<file path="src/common/io_pkg.sv">
// I/O subsystem shared definitions
package io_pkg;

	// bus widths, fixed by the CPU word
	localparam int ADDR_W = 16;
	localparam int DATA_W = 16;

	localparam int BLK_W = 4;                 // top nibble selects the block
	localparam int OFS_W = ADDR_W - BLK_W;    // 4 KB per block

	// block codes
	localparam logic [BLK_W-1:0] BLK_UART = 4'h0;
	localparam logic [BLK_W-1:0] BLK_GPIO = 4'h1;
	localparam logic [BLK_W-1:0] BLK_PWM  = 4'h2;
	localparam logic [BLK_W-1:0] BLK_IRQ  = 4'h7;

	// interrupt sources, bit positions in the pending register
	localparam int NUM_IRQ       = 4;
	localparam int IRQ_GPIO0     = 0;
	localparam int IRQ_GPIO1     = 1;
	localparam int IRQ_UART_DONE = 2;
	localparam int IRQ_PWM_WRAP  = 3;

	typedef struct packed {
		logic [BLK_W-1:0] block;
		logic [OFS_W-1:0] offset;
	} io_addr_fields_t;

	// one address word, seen whole or split into block and offset
	typedef union packed {
		logic [ADDR_W-1:0] raw;
		io_addr_fields_t   fields;
	} io_addr_t;

endpackage
</file>
<file path="src/hw/io_top.sv">
// Memory mapped I/O subsystem
`timescale 1ns/10ps

module io_top #(
	parameter int CLOCK_FREQ = 10000000,
	parameter int BAUD_RATE  = 115200
) (
	input  logic                        CLK,
	input  logic                        RSTb,
	input  io_pkg::io_addr_t            address,
	input  logic [io_pkg::DATA_W-1:0]   data_in,
	input  logic                        mem_wr,
	input  logic [5:0]                  gpio_in,
	output logic [io_pkg::DATA_W-1:0]   data_out,
	output logic [3:0]                  gpio_out,
	output logic                        led_r,
	output logic                        led_g,
	output logic                        led_b,
	output logic                        uart_tx,
	output logic [io_pkg::NUM_IRQ-1:0]  irq,
	output logic                        interrupt
);

	import io_pkg::*;

	logic [3:0]         reg_ofs;    // register select within a block
	logic               wr_uart, wr_gpio, wr_pwm, wr_irq;
	logic [DATA_W-1:0]  rdata_uart, rdata_gpio, rdata_pwm, rdata_irq;
	logic [1:0]         gpio_rise;
	logic               uart_done;
	logic               pwm_wrap;
	logic [NUM_IRQ-1:0] src;

	assign reg_ofs = address.fields.offset[3:0];

	// interrupt source order
	assign src[IRQ_GPIO0]     = gpio_rise[0];
	assign src[IRQ_GPIO1]     = gpio_rise[1];
	assign src[IRQ_UART_DONE] = uart_done;
	assign src[IRQ_PWM_WRAP]  = pwm_wrap;

	port_controller u_port_controller (
		.CLK(CLK), .RSTb(RSTb), .address(address), .mem_wr(mem_wr),
		.rdata_uart(rdata_uart), .rdata_gpio(rdata_gpio),
		.rdata_pwm(rdata_pwm), .rdata_irq(rdata_irq), .data_out(data_out),
		.wr_uart(wr_uart), .wr_gpio(wr_gpio), .wr_pwm(wr_pwm), .wr_irq(wr_irq)
	);

	gpio u_gpio (
		.CLK(CLK), .RSTb(RSTb), .offset(reg_ofs), .data_in(data_in), .wr(wr_gpio),
		.gpio_in(gpio_in), .rdata(rdata_gpio), .gpio_out(gpio_out), .rise(gpio_rise)
	);

	pwm_led u_pwm_led (
		.CLK(CLK), .RSTb(RSTb), .offset(reg_ofs), .data_in(data_in), .wr(wr_pwm),
		.rdata(rdata_pwm), .led_r(led_r), .led_g(led_g), .led_b(led_b), .wrap(pwm_wrap)
	);

	uart #(.CLOCK_FREQ(CLOCK_FREQ), .BAUD_RATE(BAUD_RATE)) u_uart (
		.CLK(CLK), .RSTb(RSTb), .offset(reg_ofs), .data_in(data_in), .wr(wr_uart),
		.rdata(rdata_uart), .uart_tx(uart_tx), .done(uart_done)
	);

	interrupt_controller u_interrupt_controller (
		.CLK(CLK), .RSTb(RSTb), .offset(reg_ofs), .data_in(data_in), .wr(wr_irq),
		.src(src), .rdata(rdata_irq), .irq(irq), .interrupt(interrupt)
	);

endmodule

</file>
<file path="src/hw/interrupt_controller.sv">
// Interrupt controller
`timescale 1ns/10ps

module interrupt_controller (
	input  logic                        CLK,
	input  logic                        RSTb,
	input  logic [3:0]                  offset,
	input  logic [io_pkg::DATA_W-1:0]   data_in,
	input  logic                        wr,
	input  logic [io_pkg::NUM_IRQ-1:0]  src,
	output logic [io_pkg::DATA_W-1:0]   rdata,
	output logic [io_pkg::NUM_IRQ-1:0]  irq,
	output logic                        interrupt
);

	import io_pkg::*;

	logic [NUM_IRQ-1:0] enable;
	logic [NUM_IRQ-1:0] pending;
	logic [NUM_IRQ-1:0] clr;    // write-one-to-clear mask

	assign clr = (wr && offset == 4'd1) ? data_in[NUM_IRQ-1:0] : '0;

	always_ff @(posedge CLK) begin
		if (!RSTb) begin
			enable <= '0;
		end else if (wr && offset == 4'd0) begin
			enable <= data_in[NUM_IRQ-1:0];
		end
	end

	// a source pulse beats a clear in the same cycle
	always_ff @(posedge CLK) begin
		if (!RSTb) begin
			pending <= '0;
		end else begin
			pending <= (pending & ~clr) | src;
		end
	end

	assign irq       = pending & enable;
	assign interrupt = |irq;

	always_comb begin
		rdata = '0;
		case (offset)
			4'd0: rdata[NUM_IRQ-1:0] = enable;
			4'd1: rdata[NUM_IRQ-1:0] = pending;
			default: rdata = '0;
		endcase
	end

endmodule

</file>
<file path="src/uart/uart.sv">
// UART transmitter, 8N1
`timescale 1ns/10ps

module uart #(
	parameter int CLOCK_FREQ = 10000000,
	parameter int BAUD_RATE  = 115200
) (
	input  logic                       CLK,
	input  logic                       RSTb,
	input  logic [3:0]                 offset,
	input  logic [io_pkg::DATA_W-1:0]  data_in,
	input  logic                       wr,
	output logic [io_pkg::DATA_W-1:0]  rdata,
	output logic                       uart_tx,
	output logic                       done
);

	import io_pkg::*;

	localparam int DIV   = CLOCK_FREQ / BAUD_RATE;    // clocks per bit
	localparam int CNT_W = (DIV > 1) ? $clog2(DIV) : 1;

	logic             busy;
	logic [CNT_W-1:0] baud_cnt;
	logic [3:0]       bit_cnt;    // 0 start, 1..8 data, 9 stop
	logic [9:0]       shreg;      // bit 0 is on the line
	logic             start;
	logic             bit_end;

	assign start   = wr && (offset == 4'd0) && !busy;    // writes while busy dropped
	assign bit_end = (baud_cnt == CNT_W'(DIV - 1));

	// control state
	always_ff @(posedge CLK) begin
		if (!RSTb) begin
			busy     <= 1'b0;
			done     <= 1'b0;
			baud_cnt <= '0;
			bit_cnt  <= '0;
		end else begin
			done <= 1'b0;
			if (start) begin
				busy     <= 1'b1;
				baud_cnt <= '0;
				bit_cnt  <= '0;
			end else if (busy) begin
				if (bit_end) begin
					baud_cnt <= '0;
					if (bit_cnt == 4'd9) begin
						busy <= 1'b0;    // stop bit over
						done <= 1'b1;
					end else begin
						bit_cnt <= bit_cnt + 4'd1;
					end
				end else begin
					baud_cnt <= baud_cnt + CNT_W'(1);
				end
			end
		end
	end

	// frame shifter, stop bit on top and start bit at the bottom
	always_ff @(posedge CLK) begin
		if (start)
			shreg <= {1'b1, data_in[7:0], 1'b0};
		else if (busy && bit_end)
			shreg <= {1'b1, shreg[9:1]};    // LSB first
	end

	assign uart_tx = busy ? shreg[0] : 1'b1;    // line idles high

	assign rdata = (offset == 4'd1) ? {{(DATA_W-1){1'b0}}, busy} : '0;

endmodule

</file>
<file path="src/hw/pwm_led.sv">
// RGB LED PWM driver
`timescale 1ns/10ps

module pwm_led (
	input  logic                       CLK,
	input  logic                       RSTb,
	input  logic [3:0]                 offset,
	input  logic [io_pkg::DATA_W-1:0]  data_in,
	input  logic                       wr,
	output logic [io_pkg::DATA_W-1:0]  rdata,
	output logic                       led_r,
	output logic                       led_g,
	output logic                       led_b,
	output logic                       wrap
);

	import io_pkg::*;

	logic [7:0] duty_r;
	logic [7:0] duty_g;
	logic [7:0] duty_b;
	logic [7:0] cnt;    // free running period counter

	// duty registers, must read zero after reset
	always_ff @(posedge CLK) begin
		if (!RSTb) begin
			duty_r <= '0;
			duty_g <= '0;
			duty_b <= '0;
		end else if (wr) begin
			case (offset)
				4'd0: duty_r <= data_in[7:0];
				4'd1: duty_g <= data_in[7:0];
				4'd2: duty_b <= data_in[7:0];
				default: ;
			endcase
		end
	end

	// compare uses the counter before its update
	always_ff @(posedge CLK) begin
		if (!RSTb) begin
			cnt   <= '0;
			led_r <= 1'b0;
			led_g <= 1'b0;
			led_b <= 1'b0;
			wrap  <= 1'b0;
		end else begin
			cnt   <= cnt + 8'd1;
			led_r <= (cnt < duty_r);    // duty 0 never lights
			led_g <= (cnt < duty_g);
			led_b <= (cnt < duty_b);
			wrap  <= (cnt == 8'hff);    // high while cnt is back at 0
		end
	end

	always_comb begin
		case (offset)
			4'd0: rdata = {{(DATA_W-8){1'b0}}, duty_r};
			4'd1: rdata = {{(DATA_W-8){1'b0}}, duty_g};
			4'd2: rdata = {{(DATA_W-8){1'b0}}, duty_b};
			default: rdata = '0;
		endcase
	end

endmodule

</file>
<file path="src/hw/gpio.sv">
// GPIO port
`timescale 1ns/10ps

module gpio (
	input  logic                       CLK,
	input  logic                       RSTb,
	input  logic [3:0]                 offset,
	input  logic [io_pkg::DATA_W-1:0]  data_in,
	input  logic                       wr,
	input  logic [5:0]                 gpio_in,
	output logic [io_pkg::DATA_W-1:0]  rdata,
	output logic [3:0]                 gpio_out,
	output logic [1:0]                 rise
);

	import io_pkg::*;

	logic [5:0] in_meta;    // first sync stage
	logic [5:0] in_sync;    // second stage, the readable in register
	logic [1:0] in_prev;    // last value of inputs 0 and 1

	always_ff @(posedge CLK) begin
		if (!RSTb) begin
			gpio_out <= '0;
			in_meta  <= '0;
			in_sync  <= '0;
			in_prev  <= '0;
			rise     <= '0;
		end else begin
			if (wr && offset == 4'd0)
				gpio_out <= data_in[3:0];
			in_meta <= gpio_in;
			in_sync <= in_meta;
			in_prev <= in_sync[1:0];
			rise    <= in_sync[1:0] & ~in_prev;    // one cycle per edge
		end
	end

	always_comb begin
		rdata = '0;
		case (offset)
			4'd0: rdata[3:0] = gpio_out;
			4'd1: rdata[5:0] = in_sync;
			default: rdata = '0;
		endcase
	end

endmodule

</file>
<file path="src/hw/port_controller.sv">
// I/O port controller
`timescale 1ns/10ps

module port_controller (
	input  logic                       CLK,
	input  logic                       RSTb,
	input  io_pkg::io_addr_t           address,
	input  logic                       mem_wr,
	input  logic [io_pkg::DATA_W-1:0]  rdata_uart,
	input  logic [io_pkg::DATA_W-1:0]  rdata_gpio,
	input  logic [io_pkg::DATA_W-1:0]  rdata_pwm,
	input  logic [io_pkg::DATA_W-1:0]  rdata_irq,
	output logic [io_pkg::DATA_W-1:0]  data_out,
	output logic                       wr_uart,
	output logic                       wr_gpio,
	output logic                       wr_pwm,
	output logic                       wr_irq
);

	import io_pkg::*;

	logic [DATA_W-1:0] rd_next;    // read word of the addressed block

	// decode the block field into a strobe and a read source
	always_comb begin
		wr_uart = 1'b0;
		wr_gpio = 1'b0;
		wr_pwm  = 1'b0;
		wr_irq  = 1'b0;
		rd_next = '0;    // unmapped blocks read zero

		case (address.fields.block)
			BLK_UART: begin
				wr_uart = mem_wr;
				rd_next = rdata_uart;
			end
			BLK_GPIO: begin
				wr_gpio = mem_wr;
				rd_next = rdata_gpio;
			end
			BLK_PWM: begin
				wr_pwm  = mem_wr;
				rd_next = rdata_pwm;
			end
			BLK_IRQ: begin
				wr_irq  = mem_wr;
				rd_next = rdata_irq;
			end
			default: begin
				rd_next = '0;    // writes ignored as well
			end
		endcase
	end

	// result stage, one cycle read latency
	// a new address every cycle gives one read word per cycle
	always_ff @(posedge CLK) begin
		if (!RSTb) begin
			data_out <= '0;
		end else begin
			data_out <= rd_next;
		end
	end

endmodule

</file>
<file path="config.mk">
export PLATFORM = sky130hd
export DESIGN_NAME = io_top
export DESIGN_NICKNAME = d
export VERILOG_FILES = /design/src/common/io_pkg.sv /design/src/hw/io_top.sv /design/src/hw/interrupt_controller.sv /design/src/uart/uart.sv /design/src/hw/pwm_led.sv /design/src/hw/gpio.sv /design/src/hw/port_controller.sv
export SDC_FILE = /design/constraint.sdc
export NUM_CORES = 1
export LEC_CHECK = 0
export ABC_AREA = 1
export BUFFER_PORTS_ARGS = -buffer_cell sky130_fd_sc_hd__buf_2
export CAP_MARGIN = 20
export CORE_ASPECT_RATIO = 1.2
export CORE_MARGIN = 8
export CORE_UTILIZATION = 55
export DETAILED_ROUTE_END_ITERATION = 7
export HOLD_SLACK_MARGIN = 0.02
export PLACE_DENSITY_LB_ADDON = 0.1
export SYNTH_ARGS = -nofsm -noshare
export SYNTH_HDL_FRONTEND = slang
export SYNTH_SLANG_ARGS = --single-unit
</file>
<file path="constraint.sdc">
create_clock -name CLK -period 2.13 [get_ports CLK]
set_input_delay 0.639 -clock CLK [delete_from_list [all_inputs] [get_ports CLK]]
set_output_delay 0.639 -clock CLK [all_outputs]
set_load 0.005 [all_outputs]
</file>
# After elaboration in Yosys (flattened, before gate mapping)
# Cells that the tools add are included.
word_totals:
  out_inout_bits: 29
  reg_bits: 102
  input_bits: 41
  word_cells: 83
op_classes:
  n_reduce_logical: 17
  add_sub_neg: 3
  order_cmp: 3
  n_eq_ne: 8
  muxes: 20
  bitwise: 10
ops:
  columns: ["operator", "n"]
  rows:
  - ["$pmux W16 S4", 1]
  - ["$lt A8 B8 Y1", 3]
  - ["$pmux W8 S3", 1]
  - ["$mux W9", 2]
  - ["$pmux W4 S2", 2]
  - ["$mux W1", 11]
  - ["$add A8 B1 Y8 const B", 1]
  - ["$and A4 B4 Y4", 2]
  - ["$eq A4 B1 Y1 const B", 2]
  - ["$eq A4 B2 Y1 const B", 2]
  - ["$eq A8 B8 Y1 const B", 1]
  - ["$logic_not A4 Y1", 2]
  - ["$reduce_or A4 Y1", 2]
  - ["$add A7 B1 Y7 const B", 1]
  - ["$eq A7 B7 Y1 const B", 1]
  - ["$mux W7", 1]
  - ["$logic_and A1 B1 Y1", 6]
  - ["$reduce_and A2 Y1", 3]
  - ["$add A4 B1 Y4 const B", 1]
  - ["$eq A4 B3 Y1 const B", 1]
  - ["$eq A4 B4 Y1 const B", 1]
  - ["$mux W4", 1]
  - ["$not A1 Y1", 4]
  - ["$not A4 Y4", 1]
  - ["8 further kinds", 8]

# Logic depth before layout (Yosys ltp)
logic_depth:
  depth_word: 7
  mapped_depth: 9

# Hierarchy
# Synthesis repeated with hierarchy kept, for this count alone.
hier_totals:
  hier_cells: 787
  area_unflattened_um2: 5708.0
by_module_without_submodules:
  columns: ["module", "instances", "cells_per_inst", "area_each_um2"]
  rows:
  - ["pwm_led", 1, 276, 2031.9]
  - ["uart", 1, 148, 1211.2]
  - ["port_controller", 1, 174, 1098.6]
  - ["gpio", 1, 108, 819.5]
  - ["interrupt_controller", 1, 81, 546.8]

# Worst setup path before layout
# No wires, ideal clock.
synth_path:
  path_type: "input -> register"
  from: "input port address[3] in the netlist's numbering"
  to: "register u_uart.shreg[1], enable pin"
  slack_ns: 0.352
  required_ns: 1.797
  n_path_buf: 0
  cell_stages: 5
  setup_time_ns: 0.333
  t_arrival_ns: 1.446
  path_cell_list: "nor2_4 > nand2_4 > nor2_8 > nand2_4 > nand2_1"
synth_between:
  elab_chain_cells: 4
synth_lines:
  columns: ["element", "line_no", "text"]
  rows:
  - ["start: declaration", "io_top.sv:10", "input io_pkg::io_addr_t address,"]
  - ["$logic_not A4 Y1", "uart.sv:30", "assign start = wr && (offset == 4'd0) && !busy;"]
  - ["$logic_and A1 B1 Y1 (2 in a row)", "uart.sv:30", null]
  - ["$reduce_bool A2 Y1 (no source line)", null, null]
  - ["end signal: assignment", "uart.sv:65", "shreg <= {1'b1, data_in[7:0], 1'b0};"]
  - ["end signal: assignment", "uart.sv:67", "shreg <= {1'b1, shreg[9:1]};"]
  - ["end: declaration", "uart.sv:26", "logic [9:0] shreg;"]
# No other way between the ends.
# A chain may end at the register's enable or synchronous reset.

# Final worst setup path
layout_path:
  from: "register u_uart.baud_cnt[0]"
  to: "register u_uart.shreg[6], enable pin"
layout_between:
  elab_chain_cells: 3
layout_lines:
  columns: ["element", "line_no", "text"]
  rows:
  - ["start: declaration", "uart.sv:24", "logic [CNT_W-1:0] baud_cnt;"]
  - ["start signal: assignment", "uart.sv:56", "baud_cnt <= baud_cnt + CNT_W'(1);"]
  - ["$eq A7 B7 Y1", "uart.sv:31", "assign bit_end = (baud_cnt == CNT_W'(DIV - 1));"]
  - ["$logic_and A1 B1 Y1", "uart.sv:66", "else if (busy && bit_end)"]
  - ["$reduce_bool A2 Y1 (no source line)", null, null]
# No other way between the ends.

==> results.ini <==
[synthesis]
synthesis.area_sq_mm=0.004513
synth.yosys.seq_area_share_pct=43.47
ys_types=35
synth_area_leader_cell=dfxtp_1
synthSimpleGateAreaFrac_pct=23.26
synthMuxAreaShare_pct=0
synth.avg_cell_area_sq_um=7.715
synthesis.instances=585
synth-seq-cells=94
synth_common_cells=nand2_1 (116), inv_1 (92), dfxtp_1 (86)
yosys-top-cells-area=dfxtp_1 (38%), nand2_1 (9.6%), inv_1 (7.7%)
synthAdderAreaFrac_pct=7.208
synth_most_common_cell=nand2_1
yosys_warnings=0
synth_top_area_share_pct=38.15
synthFlopType=dfxtp_1
postSynth.asyncResetShare_pct=0
synth-xor-area-share_pct=1.358
synth_compound_area_share_pct=13.22
synth_top_family_by_area=simple AND/OR/NAND/NOR gates
synth-edff-count=8

[cts]
cts.clk_slew.worst_paths_ns=0.09
clockBufferDepth=2
clockRootBuffer=clkbuf_8
cts_tree=yes
cts_buffers=9
clk-insertion-delay-late_ns=0.36
cts-htree-levels=3
hold_buffers=0
cts_resized=0
clock_sinks=94
post_cts_buffers=0

[setup_path]
critical_path_required_ns=2.16
path_max_fanout=9
cpMostUsedCell=nand2_1
cp_slowest_cell=dfxtp_1
critPathArrivalTime_ns=1.86
start_kind=flip-flop
critPathMaxStageDelay_ns=0.40
path_cells=ha_1 > nand2_1 > nor3_1 > nand2_1 > nand2_1
crit_type=flip-flop to flip-flop
cp-end-kind=flip-flop

[floorplan]
dieWidth_microns=98.69
core_sq_mm=0.008063
die_area_sq_mm=0.01137
row_count=36
dieHeight_microns=115.2
initial_utilization_pct=55.97
ios=70

[power]
leakage_nw=2.391
ir_drop_mv=0.5075
power.density_mw_per_mm2=641.7
power_mw=3.220

[routing]
via_count=3781
drt_iter0_markers=211
drc=0
postRouteAntennaNets=0
drt_wl_total_microns=10270
drt-vias-per-instance=5.123
drt-pass1-iter-count=4
wl_per_cell_microns=13.92

[timing]
max_freq_ghz=0.5471
fin_skew_ns=0.006081
slew_viol_final=0
rsz0062_at_grt=no
setup_viol=0
final.period_utilization_pct=85.82
fin_crit_ns=1.828
finalSetupTns_ns=0
hold_viol=0

[grt]
first_global_vias=3665
antenna_found_initial=0
grt.overflow.total=0
grt_pass1_wl_microns=17240
grt_max_degree=32
grt_use_total_pct=19.11

[outcome]
outcome=completed

[finish]
syn2layout_area_growth_pct=11.20
fillers=747
ff_latch_area_sq_mm=0.001962
diodes=0
multiInputGateArea_sq_mm=0.002063
final_nets=705
drive_above_1_share_pct=13.84
stdcell_count=738
final_core_util_pct=62.24

[placed_design]
gp_congestion=0.8809
dp_cells=722
place_hpwl_microns=7892
port_buffers=45

[worst_hold_path]
hp-class=flip-flop to flip-flop

[flow_run]
max-cap-violations=0

## worst paths after layout
| check | end | cells after the start | slack (ns) | from |
|---|---|---|---|---|
| setup / recovery | u_uart.shreg[6] | 5 | 0.30 | u_uart.baud_cnt[0] |
| hold / removal | u_gpio.rise[1] | 1 | 0.40 | u_gpio.in_prev[1] |
| setup reg to reg | u_uart.shreg[6] | 5 | 0.30 | u_uart.baud_cnt[0] |
| hold reg to reg | u_gpio.rise[1] | 1 | 0.40 | u_gpio.in_prev[1] |
## worst max-delay path: cells and delay by family (launching register included)
family | cells | cell delay, ns
and+or+nand+nor | 4 | 0.92
adders and majority gates | 1 | 0.17
DFF | 1 | 0.40
## kinds of logic after synthesis
group,count (synthesis)
AOI/OAI and AO/OA,112
xor gates and xnor gates,7
adders and majority gates,26
buffers and inverters,116
DFF,94
other,1
and+or+nand+nor,229
## flip-flops by register name (all words and copies together), names as in the netlist, 4 cells and up
register,cells
u_gpio.gpio_out,4
u_gpio.in_meta,6
u_gpio.in_sync,6
u_interrupt_controller.enable,4
u_interrupt_controller.pending,4
u_port_controller.data_out,8
u_pwm_led.cnt,8
u_pwm_led.duty_b,8
u_pwm_led.duty_g,8
u_pwm_led.duty_r,8
u_uart.baud_cnt,7
u_uart.bit_cnt,4
u_uart.shreg,9
## layer usage
metal / GRT usage, % / vias up / wire length [microns]
met4: 9.949 / 0 / 221
met3: 4.058 / 14 / 585
li1: - / 1969 / -
met5: 0 / - / 0
met1: 22.67 / 1704 / 4376
met2: 31.94 / 94 / 5087
## stage by stage
step	cell area [sq um]	hold WS, ns	setup slack (ns)
after CTS	5019	0.4001	0.2996
final	5019	0.3969	0.3021
after global placement	4823	0.3750	0.1571
after global routing	5019	0.4150	0.1260
after floorplan	4539	0.3680	0.3518
after detailed placement	4823	0.3869	0.1185
## where the power goes
group	total, mW	internal (mW)	switching [mW]
combinational	0.215	0.0745	0.140
clock	1.19	0.548	0.641
sequential	1.82	1.80	0.0148
## cell usage in the layout (no fill, tap or decap), types with 2 or more instances in the layout
cell type and instances:
nand2_1 116, inv_1 92, dfxtp_1 86, a21oi_1 55, nand3_1 48, buf_2 45
o21ai_0 40, nor2_1 38, ha_1 26, buf_4 10, clkbuf_8 9, nor3_1 8
conb_1 8, edfxtp_1 8, xor2_1 7, nand2_4 5, o21ai_1 4, nor2_2 3
nand4_1 3, o211ai_1 3, inv_6 3, o31a_1 3, nor2_4 2, o21a_1 2
o22ai_1 2, and2_1 2, nand3_4 2, o21ai_2 2, clkinv_2 2
## area by class of cell
type / count / area share [%]
Sequential cell: 94 / 39.09
Tap cell: 95 / 2.368
Timing Repair Buffer: 55 / 5.984
Clock buffer: 9 / 2.468
Inverter: 96 / 7.554
Clock inverter: 7 / 1.421
Multi-Input combinational cell: 382 / 41.11
No activity file was read; power rests on OpenSTA's default activity.
